===== src/hw/ipv4_ttl_path_config.svh =====
//////////////////////////////////////////////////
// ipv4 ttl path configuration
// beat geometry and fixed header constants
//////////////////////////////////////////////////

`ifndef IPV4_TTL_PATH_CONFIG_SVH
`define IPV4_TTL_PATH_CONFIG_SVH

// bytes carried per stream beat
`define IPV4_TTL_DATA_BYTES 8

// 20-byte header spans three 8-byte beats
`define IPV4_TTL_HDR_BEATS 3

// ingress port sideband width
`define IPV4_TTL_PORT_BITS 8

// version 4, ihl 5 (no options)
`define IPV4_TTL_VER_IHL 8'h45

`endif

===== src/hw/ipv4_hdr_pkg.sv =====
//////////////////////////////////////////////////
// ipv4 header types
// header field widths and the header FSM states
//////////////////////////////////////////////////

`default_nettype none

`include "ipv4_ttl_path_config.svh"

package ipv4_hdr_pkg;

    //////////////////////////////////////////////////
    // header fields

    // one 16-bit word of the header, network order
    typedef logic [15:0] ipv4_word_t;

    // ones-complement checksum
    typedef logic [15:0] csum_t;

    typedef logic [7:0] ttl_t;

    // which header beat is being stored or emitted
    typedef logic [$clog2(`IPV4_TTL_HDR_BEATS)-1:0] hdr_beat_idx_t;

    //////////////////////////////////////////////////
    // FSM states

    // collect  store header beats
    // check    one cycle for the verdict
    // flush    emit held header beats
    // body     registered pass-through of the payload
    typedef enum logic [1:0] {
        collect,
        check,
        flush,
        body
    } hdr_state_e;

endpackage

`default_nettype wire


===== src/hw/axis_types_pkg.sv =====
//////////////////////////////////////////////////
// packet stream types
// beat payload, byte enables and sideband structs
//////////////////////////////////////////////////

`default_nettype none

`include "ipv4_ttl_path_config.svh"

package axis_types_pkg;

    // raw beat fields
    typedef logic [`IPV4_TTL_DATA_BYTES*8-1:0] beat_data_t;
    typedef logic [`IPV4_TTL_DATA_BYTES-1:0]   beat_keep_t;
    typedef logic [`IPV4_TTL_PORT_BITS-1:0]    port_id_t;

    // sideband on the way in
    typedef struct packed {
        port_id_t port_id;
    } in_meta_t;

    // sideband on the way out, port echoed plus verdict flags
    typedef struct packed {
        port_id_t port_id;
        logic     hdr_ok;
        logic     ttl_expired;
    } out_meta_t;

    typedef struct packed {
        beat_data_t data;
        beat_keep_t keep;
        logic       last;
        in_meta_t   meta;
    } in_beat_t;

    typedef struct packed {
        beat_data_t data;
        beat_keep_t keep;
        logic       last;
        out_meta_t  meta;
    } out_beat_t;

endpackage

`default_nettype wire


===== src/hw/ipv4_ttl_path.sv =====
//////////////////////////////////////////////////
// ipv4 ttl forwarding stage
//////////////////////////////////////////////////

`default_nettype none

`include "ipv4_ttl_path_config.svh"

module ipv4_ttl_path (
    input  var logic                      packet_data_in,
    input  var logic                      rst,
    input  var logic                      s_valid,
    output var logic                      s_ready,
    input  var axis_types_pkg::in_beat_t  s_beat,
    output var logic                      m_valid,
    input  var logic                      m_ready,
    output var axis_types_pkg::out_beat_t m_beat
);

    import axis_types_pkg::*;
    import ipv4_hdr_pkg::*;

    hdr_state_e    state;
    hdr_beat_idx_t beat_idx;
    logic          hdr_in_done;
    logic          flush_done;
    logic          runt;
    logic          body_last_out;
    logic          in_fire;
    logic          out_fire;
    logic          hdr_ok;
    logic          ttl_expired;
    logic [$bits(beat_data_t)/2-1:0] patch_word;

    //////////////////////////////////////////////////
    // control

    hdr_edit_fsm u_fsm (
        .packet_data_in (packet_data_in),
        .rst            (rst),
        .hdr_in_done    (hdr_in_done),
        .runt           (runt),
        .flush_done     (flush_done),
        .body_last_out  (body_last_out),
        .state          (state)
    );

    hdr_beat_counter u_counter (
        .packet_data_in (packet_data_in),
        .rst            (rst),
        .state          (state),
        .in_fire        (in_fire),
        .out_fire       (out_fire),
        .beat_idx       (beat_idx),
        .hdr_in_done    (hdr_in_done),
        .flush_done     (flush_done)
    );

    //////////////////////////////////////////////////
    // datapath

    ipv4_checksum_unit u_csum (
        .packet_data_in (packet_data_in),
        .rst            (rst),
        .in_fire        (in_fire),
        .beat_idx       (beat_idx),
        .beat_data      (s_beat.data),
        .hdr_ok         (hdr_ok),
        .ttl_expired    (ttl_expired),
        .patch_word     (patch_word)
    );

    ipv4_hdr_editor u_editor (
        .packet_data_in (packet_data_in),
        .rst            (rst),
        .state          (state),
        .beat_idx       (beat_idx),
        .hdr_ok         (hdr_ok),
        .ttl_expired    (ttl_expired),
        .patch_word     (patch_word),
        .s_valid        (s_valid),
        .s_ready        (s_ready),
        .s_beat         (s_beat),
        .m_valid        (m_valid),
        .m_ready        (m_ready),
        .m_beat         (m_beat),
        .in_fire        (in_fire),
        .out_fire       (out_fire),
        .runt           (runt),
        .body_last_out  (body_last_out)
    );

endmodule

`default_nettype wire


===== src/hw/ipv4_hdr_editor.sv =====
//////////////////////////////////////////////////
// ipv4 header editor
// header buffer, ttl patch and body output register
//////////////////////////////////////////////////

`default_nettype none

`include "ipv4_ttl_path_config.svh"

module ipv4_hdr_editor (
    input  var logic                        packet_data_in,
    input  var logic                        rst,
    input  var ipv4_hdr_pkg::hdr_state_e    state,
    input  var ipv4_hdr_pkg::hdr_beat_idx_t beat_idx,
    input  var logic                        hdr_ok,
    input  var logic                        ttl_expired,
    input  var logic [$bits(axis_types_pkg::beat_data_t)/2-1:0] patch_word,
    input  var logic                        s_valid,
    output var logic                        s_ready,
    input  var axis_types_pkg::in_beat_t    s_beat,
    output var logic                        m_valid,
    input  var logic                        m_ready,
    output var axis_types_pkg::out_beat_t   m_beat,
    output var logic                        in_fire,
    output var logic                        out_fire,
    output var logic                        runt,
    output var logic                        body_last_out
);

    import axis_types_pkg::*;
    import ipv4_hdr_pkg::*;

    localparam int            DATA_BITS  = `IPV4_TTL_DATA_BYTES * 8;
    localparam int            PATCH_BITS = DATA_BITS / 2;
    localparam hdr_beat_idx_t LAST_IDX   = hdr_beat_idx_t'(`IPV4_TTL_HDR_BEATS - 1);
    // ttl, protocol and checksum live in beat 1
    localparam hdr_beat_idx_t PATCH_IDX  = hdr_beat_idx_t'(1);

    in_beat_t   hdr_buf [`IPV4_TTL_HDR_BEATS];
    logic       runt_q;
    out_beat_t  body_q;
    logic       body_v;
    logic       body_fire;
    out_meta_t  meta;
    in_beat_t   flush_beat;
    beat_data_t flush_data;
    logic       patch_en;

    //////////////////////////////////////////////////
    // input side

    // closed in check and flush
    // in body, no next-packet beat once last sits in the register
    always_comb begin
        unique case (state)
            collect: s_ready = 1'b1;
            body:    s_ready = !body_v || (m_ready && !body_q.last);
            default: s_ready = 1'b0;
        endcase
    end

    // in_fire only for header beats
    assign in_fire   = s_valid && s_ready && (state == collect);
    assign body_fire = s_valid && s_ready && (state == body);

    // last before the third header beat
    assign runt = in_fire && s_beat.last && (beat_idx != LAST_IDX);

    always_ff @(posedge packet_data_in) begin
        if (in_fire) begin
            hdr_buf[beat_idx] <= s_beat;
        end
    end

    // remembered across flush so the verdict is forced low
    always_ff @(posedge packet_data_in) begin
        if (rst) begin
            runt_q <= 1'b0;
        end else if (in_fire) begin
            runt_q <= runt;
        end
    end

    //////////////////////////////////////////////////
    // sideband and patch

    // port taken from the first header beat for the whole packet
    assign meta.port_id     = hdr_buf[0].meta.port_id;
    assign meta.hdr_ok      = hdr_ok && !runt_q;
    assign meta.ttl_expired = ttl_expired && !runt_q;

    assign patch_en   = meta.hdr_ok && !meta.ttl_expired && (beat_idx == PATCH_IDX);
    assign flush_beat = hdr_buf[beat_idx];
    assign flush_data = patch_en ? {patch_word, flush_beat.data[PATCH_BITS-1:0]}
                                 : flush_beat.data;

    //////////////////////////////////////////////////
    // body output register

    always_ff @(posedge packet_data_in) begin
        if (body_fire) begin
            body_q <= '{data: s_beat.data, keep: s_beat.keep, last: s_beat.last, meta: meta};
        end
    end

    always_ff @(posedge packet_data_in) begin
        if (rst) begin
            body_v <= 1'b0;
        end else if (body_fire) begin
            body_v <= 1'b1;
        end else if (out_fire && (state == body)) begin
            body_v <= 1'b0;
        end
    end

    //////////////////////////////////////////////////
    // output side

    // header beats straight from the buffer, body from the register
    always_comb begin
        if (state == body) begin
            m_valid = body_v;
            m_beat  = body_q;
        end else begin
            m_valid = (state == flush);
            m_beat  = '{data: flush_data, keep: flush_beat.keep, last: flush_beat.last,
                        meta: meta};
        end
    end

    assign out_fire      = m_valid && m_ready;
    assign body_last_out = out_fire && m_beat.last;

endmodule

`default_nettype wire


===== src/hw/ipv4_checksum_unit.sv =====
//////////////////////////////////////////////////
// ipv4 checksum unit
// header sum check and incremental ttl rewrite
//////////////////////////////////////////////////

`default_nettype none

`include "ipv4_ttl_path_config.svh"

module ipv4_checksum_unit (
    input  var logic                        packet_data_in,
    input  var logic                        rst,
    input  var logic                        in_fire,
    input  var ipv4_hdr_pkg::hdr_beat_idx_t beat_idx,
    input  var axis_types_pkg::beat_data_t  beat_data,
    output var logic                        hdr_ok,
    output var logic                        ttl_expired,
    // new ttl, protocol and checksum for header bytes 8 to 11
    output var logic [$bits(axis_types_pkg::beat_data_t)/2-1:0] patch_word
);

    import ipv4_hdr_pkg::*;

    localparam int DATA_BITS      = `IPV4_TTL_DATA_BYTES * 8;
    localparam int WORDS_PER_BEAT = `IPV4_TTL_DATA_BYTES / 2;
    // 20 header bytes
    localparam int HDR_WORDS      = 10;

    csum_t      sum_q;
    logic [7:0] ver_ihl_q;
    ipv4_word_t ttl_proto_q;
    csum_t      old_csum_q;
    csum_t      beat_sum;
    ttl_t       old_ttl;
    ttl_t       new_ttl;
    ipv4_word_t new_word;
    csum_t      new_csum;

    // 16-bit add with end-around carry
    function automatic csum_t ones_add(input csum_t a, input csum_t b);
        logic [16:0] s;
        s = {1'b0, a} + {1'b0, b};
        return s[15:0] + csum_t'(s[16]);
    endfunction

    //////////////////////////////////////////////////
    // per-beat word sum

    // words past the header end are skipped, so beat 2 adds only two
    always_comb begin
        beat_sum = '0;
        for (int i = 0; i < WORDS_PER_BEAT; i++) begin
            if (int'(beat_idx) * WORDS_PER_BEAT + i < HDR_WORDS) begin
                beat_sum = ones_add(beat_sum, beat_data[DATA_BITS-1-16*i -: 16]);
            end
        end
    end

    // running sum, restarted by beat 0
    always_ff @(posedge packet_data_in) begin
        if (rst) begin
            sum_q     <= '0;
            ver_ihl_q <= '0;
        end else if (in_fire) begin
            if (beat_idx == '0) begin
                sum_q     <= beat_sum;
                ver_ihl_q <= beat_data[DATA_BITS-1 -: 8];
            end else begin
                sum_q <= ones_add(sum_q, beat_sum);
            end
        end
    end

    // ttl/protocol word and old checksum sit at the top of beat 1
    always_ff @(posedge packet_data_in) begin
        if (in_fire && (beat_idx == hdr_beat_idx_t'(1))) begin
            ttl_proto_q <= beat_data[DATA_BITS-1 -: 16];
            old_csum_q  <= beat_data[DATA_BITS-17 -: 16];
        end
    end

    //////////////////////////////////////////////////
    // verdict and rewrite

    assign old_ttl  = ttl_proto_q[15:8];
    assign new_ttl  = old_ttl - ttl_t'(1);
    assign new_word = {new_ttl, ttl_proto_q[7:0]};

    // HC' = ~(~HC + ~m + m')
    assign new_csum = ~ones_add(ones_add(~old_csum_q, ~ttl_proto_q), new_word);

    // good sum folds to all ones
    assign hdr_ok      = (sum_q == 16'hffff) && (ver_ihl_q == `IPV4_TTL_VER_IHL);
    assign ttl_expired = hdr_ok && (old_ttl == '0);
    assign patch_word  = {new_word, new_csum};

endmodule

`default_nettype wire


===== src/hw/hdr_edit_fsm.sv =====
//////////////////////////////////////////////////
// header edit FSM
// sequences collect, check, flush and body phases
//////////////////////////////////////////////////

`default_nettype none

`include "ipv4_ttl_path_config.svh"

module hdr_edit_fsm (
    input  var logic                     packet_data_in,
    input  var logic                     rst,
    // third header beat accepted
    input  var logic                     hdr_in_done,
    // packet ended before the header was complete
    input  var logic                     runt,
    // third header beat emitted
    input  var logic                     flush_done,
    // a beat carrying last left the output
    input  var logic                     body_last_out,
    output var ipv4_hdr_pkg::hdr_state_e state
);

    import ipv4_hdr_pkg::*;

    hdr_state_e state_q;
    hdr_state_e state_next;

    //////////////////////////////////////////////////
    // next state

    always_comb begin
        state_next = state_q;
        unique case (state_q)
            collect: begin
                // a runt skips the verdict cycle
                if (runt) begin
                    state_next = flush;
                end else if (hdr_in_done) begin
                    state_next = check;
                end
            end
            check: begin
                // verdict is ready after exactly one cycle
                state_next = flush;
            end
            flush: begin
                // last wins, covers runts and 3-beat packets
                if (body_last_out) begin
                    state_next = collect;
                end else if (flush_done) begin
                    state_next = body;
                end
            end
            body: begin
                if (body_last_out) begin
                    state_next = collect;
                end
            end
            default: begin
                state_next = collect;
            end
        endcase
    end

    //////////////////////////////////////////////////
    // state register

    always_ff @(posedge packet_data_in) begin
        if (rst) begin
            state_q <= collect;
        end else begin
            state_q <= state_next;
        end
    end

    assign state = state_q;

endmodule

`default_nettype wire


===== src/hw/hdr_beat_counter.sv =====
//////////////////////////////////////////////////
// header beat counter
// tracks header beats accepted in and emitted out
//////////////////////////////////////////////////

`default_nettype none

`include "ipv4_ttl_path_config.svh"

module hdr_beat_counter (
    input  var logic                       packet_data_in,
    input  var logic                       rst,
    input  var ipv4_hdr_pkg::hdr_state_e   state,
    input  var logic                       in_fire,
    input  var logic                       out_fire,
    output var ipv4_hdr_pkg::hdr_beat_idx_t beat_idx,
    output var logic                       hdr_in_done,
    output var logic                       flush_done
);

    import ipv4_hdr_pkg::*;

    localparam hdr_beat_idx_t LAST_IDX = hdr_beat_idx_t'(`IPV4_TTL_HDR_BEATS - 1);

    hdr_state_e    state_q;
    hdr_beat_idx_t count_q;
    logic          state_changed;
    logic          step;

    // first cycle of any new state reads as index 0
    assign state_changed = (state != state_q);
    assign beat_idx      = state_changed ? '0 : count_q;

    // collect counts accepted beats, flush counts emitted ones
    assign step = ((state == collect) && in_fire) || ((state == flush) && out_fire);

    // done pulses on the final header beat
    assign hdr_in_done = (state == collect) && in_fire && (beat_idx == LAST_IDX);
    assign flush_done  = (state == flush) && out_fire && (beat_idx == LAST_IDX);

    always_ff @(posedge packet_data_in) begin
        if (rst) begin
            state_q <= collect;
            count_q <= '0;
        end else begin
            state_q <= state;
            if (step) begin
                count_q <= beat_idx + hdr_beat_idx_t'(1);
            end else begin
                count_q <= beat_idx;
            end
        end
    end

endmodule

`default_nettype wire


===== config.mk =====
export PLATFORM = sky130hd
export DESIGN_NAME = ipv4_ttl_path
export DESIGN_NICKNAME = d
export VERILOG_FILES = /design/src/hw/ipv4_hdr_pkg.sv /design/src/hw/axis_types_pkg.sv /design/src/hw/ipv4_ttl_path.sv /design/src/hw/ipv4_hdr_editor.sv /design/src/hw/ipv4_checksum_unit.sv /design/src/hw/hdr_edit_fsm.sv /design/src/hw/hdr_beat_counter.sv
export VERILOG_INCLUDE_DIRS = /design/src /design/src/hw
export SDC_FILE = /design/constraint.sdc
export NUM_CORES = 1
export LEC_CHECK = 0
export BUFFER_PORTS_ARGS = -buffer_cell sky130_fd_sc_hd__buf_2
export CORE_UTILIZATION = 66
export CTS_CLUSTER_SIZE = 30
export DETAILED_ROUTE_END_ITERATION = 7
export PLACE_DENSITY = 0.91
export SETUP_SLACK_MARGIN = 0.2
export SLEW_MARGIN = 20
export SYNTH_ARGS = -nofsm -noshare
export SYNTH_HDL_FRONTEND = slang
export SYNTH_SLANG_ARGS = --single-unit

===== constraint.sdc =====
create_clock -name packet_data_in -period 26.4 [get_ports packet_data_in]
set_input_delay 2.64 -clock packet_data_in [delete_from_list [all_inputs] [get_ports packet_data_in]]
set_output_delay 2.64 -clock packet_data_in [all_outputs]
set_load 0.005 [all_outputs]

# After elaboration in Yosys (flattened, before gate mapping)
# Memory sizes are Yosys's and may differ from the RTL's.
# Index checks and enable logic that the tools add are counted.
# W data, S select, Z words.
[totals] mem_bits_rw=243 in_bits=85 reg_bits=147 memories=1 out_inout_bits=85 elab_cells=105
[memory_table] memory="u_editor.hdr_buf" depth=3 word_bits=81 read_ports=2 rd_clocked_by_memory_dff=0 write_ports=1 line="ipv4_hdr_editor.sv:39" rtl="in_beat_t hdr_buf [`IPV4_TTL_HDR_BEATS];"
[classes] n_lt_le_gt_ge=4 reduce_logical=32 bitwise_logic=3 addsub=17 mux=21 n_eq_ne=12
[op_table] op="$add A16 B16 Y17" count=6
[op_table] op="$add A16 B1 Y16" count=6
[op_table] op="$lt A32 B5 Y1 const B" count=3
[op_table] op="$mux W83" count=1
[op_table] op="$mux W16" count=5
[op_table] op="$mux W64" count=1
[op_table] op="$not A16 Y16" count=3
[op_table] op="$logic_and A1 B1 Y1" count=20
[op_table] op="$eq A16 B16 Y1 const B" count=1
[op_table] op="$mux W2" count=7
[op_table] op="$add A4 B2 Y5 const B" count=2
[op_table] op="$eq A8 B7 Y1 const B" count=1
[op_table] op="$logic_not A8 Y1" count=1
[op_table] op="$pmux W2 S4" count=1
[op_table] op="$sub A8 B1 Y8 const B" count=1
[op_table] op="$eq A2 B2 Y1 const B" count=3
[op_table] op="$ne A3 B3 Y1 const B" count=2
[op_table] op="$add A4 B1 Y5 const B" count=1
[op_table] op="$mux W1" count=5
[op_table] op="$eq A2 B1 Y1 const B" count=2
[op_table] op="$logic_not A1 Y1" count=4
[op_table] op="$logic_not A2 Y1" count=2
[op_table] op="$lt A4 B4 Y1 const B" count=1
[op_table] op="$ne A2 B2 Y1 const B" count=2
[op_table] op="7 further kinds" count=8

# Logic depth before layout (Yosys ltp)
[depth] ltp_word=16 mapped_depth=81 ltp_nobuf=76

# Modules after synthesis
# From an unflattened synthesis, not the netlist that was laid out.
[unflattened] hier_cells=1844 area_unflattened_um2=21380.5
[modules_own_cells] module="ipv4_hdr_editor" instances=1 area_per_inst_um2=12265.5 seq_area_each_um2=9349.0 cells_each=691
[modules_own_cells] module="ipv4_checksum_unit" instances=1 area_per_inst_um2=8827.2 seq_area_each_um2=1441.4 cells_each=1124
[modules_own_cells] module="hdr_beat_counter" instances=1 area_per_inst_um2=209.0 seq_area_each_um2=80.1 cells_each=21
[modules_own_cells] module="hdr_edit_fsm" instances=1 area_per_inst_um2=78.8 seq_area_each_um2=40.0 cells_each=8

# Least setup slack after synthesis
# No wires, ideal clock.
[synth_timing] path_type="input -> register" from="in s_beat[65] (netlist name)" to="reg u_csum.sum_q[11]" path_buffers=1 t_arrival_ps=13884 path_stages=71 setup_time_ps=122 required_time_ps=26278 setup_slack_ps=12395 cell_sequence="nor2b_1 -> ha_1 -> inv_1 -> fa_1 -> nor2b_1 -> o311ai_2 -> a211oi_2 -> nor3_1 -> nor2_1 -> nor2_1 -> nor2_1 -> o21ai_0 -> nand2b_1 -> a21o_1 -> ha_1 -> ha_1 -> nand2_1 -> and4b_1 -> [35 not listed] -> o21ai_1 -> inv_1 -> ha_1 -> a21o_1 -> a21o_1 -> a2111o_1 -> and3_1 -> o21ai_0 -> a21oi_1 -> o21ai_0 -> nand2b_1 -> ha_1 -> and3_1 -> nand3_1 -> inv_1 -> and3_1 -> xnor2_1 -> a221o_1"
[synth_via] elab_chain_len=13
[synth_lines] item="start, declared" line="ipv4_ttl_path.sv:14" rtl="input var axis_types_pkg::in_beat_t s_beat,"
[synth_lines] item="$mux W16 (*)" line="ipv4_checksum_unit.sv:53" rtl="if (int'(beat_idx) * WORDS_PER_BEAT + i < HDR_WORDS) begin"
[synth_lines] item="$add A16 B16 Y17" line="ipv4_checksum_unit.sv:42" rtl="s = {1'b0, a} + {1'b0, b};"
[synth_lines] item="$add A16 B1 Y16" line="ipv4_checksum_unit.sv:43" rtl="return s[15:0] + csum_t'(s[16]);"
[synth_lines] item="$mux W16 (*)" line="ipv4_checksum_unit.sv:53"
[synth_lines] item="$add A16 B16 Y17" line="ipv4_checksum_unit.sv:42"
[synth_lines] item="$add A16 B1 Y16" line="ipv4_checksum_unit.sv:43"
[synth_lines] item="$mux W16 (*)" line="ipv4_checksum_unit.sv:53"
[synth_lines] item="$add A16 B16 Y17" line="ipv4_checksum_unit.sv:42"
[synth_lines] item="$add A16 B1 Y16" line="ipv4_checksum_unit.sv:43"
[synth_lines] item="$mux W16 (*)" line="ipv4_checksum_unit.sv:53"
[synth_lines] item="$add A16 B16 Y17" line="ipv4_checksum_unit.sv:42"
[synth_lines] item="$add A16 B1 Y16" line="ipv4_checksum_unit.sv:43"
[synth_lines] item="$mux W16 (*)" line="ipv4_checksum_unit.sv:65" rtl="if (beat_idx == '0) begin"
[synth_lines] item="end signal, assigned" line="ipv4_checksum_unit.sv:66" rtl="sum_q <= beat_sum;"
[synth_lines] item="end signal, assigned" line="ipv4_checksum_unit.sv:69" rtl="sum_q <= ones_add(sum_q, beat_sum);"
[synth_lines] item="end, declared" line="ipv4_checksum_unit.sv:29" rtl="csum_t sum_q;"
# Every way passes the cells marked *; elsewhere a longest branch is shown, timed or not.
# A chain may end at the register's enable or synchronous reset.

# Worst setup path after layout
[layout_timing] from="reg u_fsm.state_q[1] (netlist: u_fsm.state[1])" to="reg u_csum.sum_q[11]"
[layout_via] elab_chain_len=16 elab_cells_between_ends=28 cone_classes="add/sub: 11; order compare: 4; eq/ne: 2; mux: 7; reduce/logical: 4"
[layout_lines] item="start, declared" line="hdr_edit_fsm.sv:26" rtl="hdr_state_e state_q;"
[layout_lines] item="start signal, assigned" line="hdr_edit_fsm.sv:71" rtl="state_q <= collect;"
[layout_lines] item="start signal, assigned" line="hdr_edit_fsm.sv:73" rtl="state_q <= state_next;"
[layout_lines] item="$ne A2 B2 Y1" line="hdr_beat_counter.sv:31" rtl="assign state_changed = (state != state_q);"
[layout_lines] item="$mux W2" line="hdr_beat_counter.sv:32" rtl="assign beat_idx = state_changed ? '0 : count_q;"
[layout_lines] item="$lt A4 B4 Y1" line="ipv4_checksum_unit.sv:53"
[layout_lines] item="$mux W16" line="ipv4_checksum_unit.sv:53"
[layout_lines] item="$add A16 B16 Y17" line="ipv4_checksum_unit.sv:42"
[layout_lines] item="$add A16 B1 Y16" line="ipv4_checksum_unit.sv:43"
[layout_lines] item="$mux W16" line="ipv4_checksum_unit.sv:53"
[layout_lines] item="$add A16 B16 Y17" line="ipv4_checksum_unit.sv:42"
[layout_lines] item="$add A16 B1 Y16" line="ipv4_checksum_unit.sv:43"
[layout_lines] item="$mux W16" line="ipv4_checksum_unit.sv:53"
[layout_lines] item="$add A16 B16 Y17" line="ipv4_checksum_unit.sv:42"
[layout_lines] item="$add A16 B1 Y16" line="ipv4_checksum_unit.sv:43"
[layout_lines] item="$mux W16" line="ipv4_checksum_unit.sv:53"
[layout_lines] item="$add A16 B16 Y17" line="ipv4_checksum_unit.sv:42"
[layout_lines] item="$add A16 B1 Y16" line="ipv4_checksum_unit.sv:43"
[layout_lines] item="$mux W16" line="ipv4_checksum_unit.sv:65"
# Parallel ways exist; a longest one is shown, timed or not.

==> results.sh <==
export IMPL_routedWlPerCell_um=21.6
export IMPL_core_area_mm2=0.0305
export IMPL_ys_types=96
export IMPL_fin_setup_tns_ns=0
export IMPL_synth_area_mm2=0.0204
export IMPL_hold_slack_ns=0.446
export IMPL_cts_made_buffers=36
export IMPL_maxSlewHeadroom_pct=27.3
export IMPL_path_max_fanout=30
export IMPL_final_cell_mix="nand2_1 (313), edfxtp_1 (310), a21oi_1 (191)"
export IMPL_cp_end_kind="register"
export IMPL_place_congestion=0.969
export IMPL_vias=16984
export IMPL_die_area_mm2=0.0316
export IMPL_cts_hold_buf=0
export IMPL_setup_viol=0
export IMPL_grt_setup_unrepaired="no"
export IMPL_min_from="u_editor.hdr_buf[0][0]$_DFFE_PP_"
export IMPL_h_tree_depth=2
export IMPL_worstPathArrival_ns=16.26
export IMPL_clock_path_buffers=3
export IMPL_drt_total_wl_um=55900
export IMPL_globalRoute_totalOverflow=0
export IMPL_drv_slew=0
export IMPL_cpPeakStageDelay_ns=0.71
export IMPL_min_path_type="reg2reg"
export IMPL_ys_warn_count=0
export IMPL_cts_setup_buffers=0
export IMPL_async_flop_share_pct=0
export IMPL_drv_cap=0
export IMPL_clkLatencyLatePin_ns=0.55
export IMPL_r2r_cells=75
export IMPL_synth_edff_count=310
export IMPL_fin_crit_ns=15.85
export IMPL_syn_avg_cell_area_um2=10.1
export IMPL_r2r_end="u_csum.sum_q[11]$_SDFFE_PP0P_"
export IMPL_tightest_slew_ns=1.09
export IMPL_clock_sinks=342
export IMPL_fmax_mhz=63.1
export IMPL_antenna_left=0
export IMPL_post_cts_resized=0
export IMPL_via_per_inst=6.55
export IMPL_slowest_stage="nand3_2"
export IMPL_grt_use_total_pct=34.9
export IMPL_status="finished, final reports clean"
export IMPL_fin_nets=2375
export IMPL_period_share_pct=60.0
export IMPL_drive_above_1_share_pct=13.0
export IMPL_grt_pass1_wl_um=85400
export IMPL_cts_tree="yes"
export IMPL_drc=0
export IMPL_port_buffers=169
export IMPL_holdPathEnd="u_editor.body_q[2]$_DFFE_PP_"
export IMPL_yosys_top_cells_area="edfxtp_1 (46%), ha_1 (7.1%), nand2_1 (5.8%)"
export IMPL_first_iter_violations=1755
export IMPL_first_pass_iters=6
export IMPL_critPathMostFrequentCell="ha_1"
export IMPL_grt_max_degree=100
export IMPL_hold_violations=0
export IMPL_worst_setup_path_type="reg2reg"
export IMPL_syn_num_nets=2236
export IMPL_r2r_setup_slack_ns=10.55
export IMPL_clk_pin_slew_worst_paths_ns=0.06
export IMPL_fillCellCount=2033
export IMPL_grt_pass1_vias=16330
export IMPL_final_common_cell="nand2_1"
export IMPL_ys_ff_latch=342
export IMPL_clock_root_buffer="clkbuf_16"
export IMPL_die_h_um=178
export IMPL_io_pin_count=170
export IMPL_rr_startpoint="u_fsm.state[1]$_SDFFE_PP0P_"
export IMPL_syn_to_final_growth_pct=11.1
export IMPL_ys_flop_type="edfxtp_1"
export IMPL_antenna_found_initial=0
export IMPL_fp_dieW_um=178
export IMPL_detailed_place_hpwl_um=37900
export IMPL_synth_top_cell_area_share_pct=45.6
export IMPL_yosysSeqAreaShare_pct=48.7
export IMPL_cp_data_required_time_ns=26.81
export IMPL_syn_inst=2029
export IMPL_skew_ns=0.0291
export IMPL_start_util_pct=66.9
export IMPL_start_kind="register"
export IMPL_holdPathStages=0
export IMPL_rows=64
export IMPL_yosys_area_top_type="edfxtp_1"
worst max path at each step:
stage	from	end	slack (ns)	cells past startpoint
floorplan	s_beat[65]	u_csum.sum_q[11]$_SDFFE_PP0P_	12.39	71
global route	u_fsm.state[1]$_SDFFE_PP0P_	u_csum.sum_q[11]$_SDFFE_PP0P_	9.39	73
CTS	u_fsm.state[1]$_SDFFE_PP0P_	u_csum.sum_q[11]$_SDFFE_PP0P_	10.63	75
detailed placement	s_beat[65]	u_csum.sum_q[11]$_SDFFE_PP0P_	10.63	71
global placement	s_beat[65]	u_csum.sum_q[11]$_SDFFE_PP0P_	11.17	71
finish	u_fsm.state[1]$_SDFFE_PP0P_	u_csum.sum_q[11]$_SDFFE_PP0P_	10.55	75
cells by family (layout without fill, tap and decap cells):
kind of cell             count (synthesis)  after routing  synth area share [%]
AO/OA/AOI/OAI                          556            556                  17.2
flip-flops                             342            342                  48.7
buffers and inverters                  173            339                  3.38
XOR/XNOR                               149            149                  6.74
adder cells (fa/ha/maj)                122            122                  7.70
multiplexers                            17             17                 0.919
other                                    0              1                     0
AND/OR/NAND/NOR                        670            670                  15.3
per-layer routing:
metal,share of wire (%),wire [µm],GRT usage (%)
met1,38,21200,43.3
met2,50,27800,59.9
met3,8.5,4740,5.44
met4,4.1,2270,15.5
met5,0,0,0
critical path: cells and delay by family (launching register included):
kind	cells	cell delay (ns)
flip-flops	1	0.37
AND/OR/NAND/NOR	26	4.15
adder cells (fa/ha/maj)	13	3.66
AO/OA/AOI/OAI	24	5.03
multiplexers	2	0.55
buffers and inverters	5	0.92
XOR/XNOR	5	1.06
synthesized netlist by cell type (all sizes together) (32+ instances only):
library cell	n
nand2	313
o21ai	139
a21oi	192
dfxtp	32
xnor2	103
nand3	47
edfxtp	310
inv	93
nor3	35
clkbuf	51
xor2	43
ha	116
nor2	124
registers in the layout (all words and copies together) (netlist names):
name	flops
u_editor.runt_q	1
u_counter.state_q	2
u_csum.ttl_proto_q	14
u_csum.ver_ihl_q	8
u_fsm.state	2
u_counter.count_q	2
u_csum.old_csum_q	10
u_csum.sum_q	16
u_editor.hdr_buf	203
u_editor.body_v	1
u_editor.body_q	83
layout make-up:
cell class | instances | area, µm² | share of cell area (%)
tap | 396 | 495 | 2.18
timing repair buffer | 180 | 928 | 4.09
inverter | 94 | 354 | 1.56
multi-input combinational | 1514 | 9810 | 43.3
sequential | 342 | 9950 | 43.9
antenna | 1 | 2.50 | 0.0110
clock buffer | 43 | 927 | 4.09
clock inverter | 22 | 214 | 0.943
stage by stage:
step	area, µm²	setup slack, ns	instances	util (%)
after global routing	22700	9.39	2591	74.3
final	22700	10.55	2592	74.4
after global placement	21500	11.17	2526	70.6
after CTS	22700	10.63	2591	74.3
after detailed placement	21500	10.63	2526	70.6
after floorplan	20400	12.39	2029	-
Power is not shown: default switching activity piles up to over one toggle a cycle in this logic, so the estimate is an artifact.
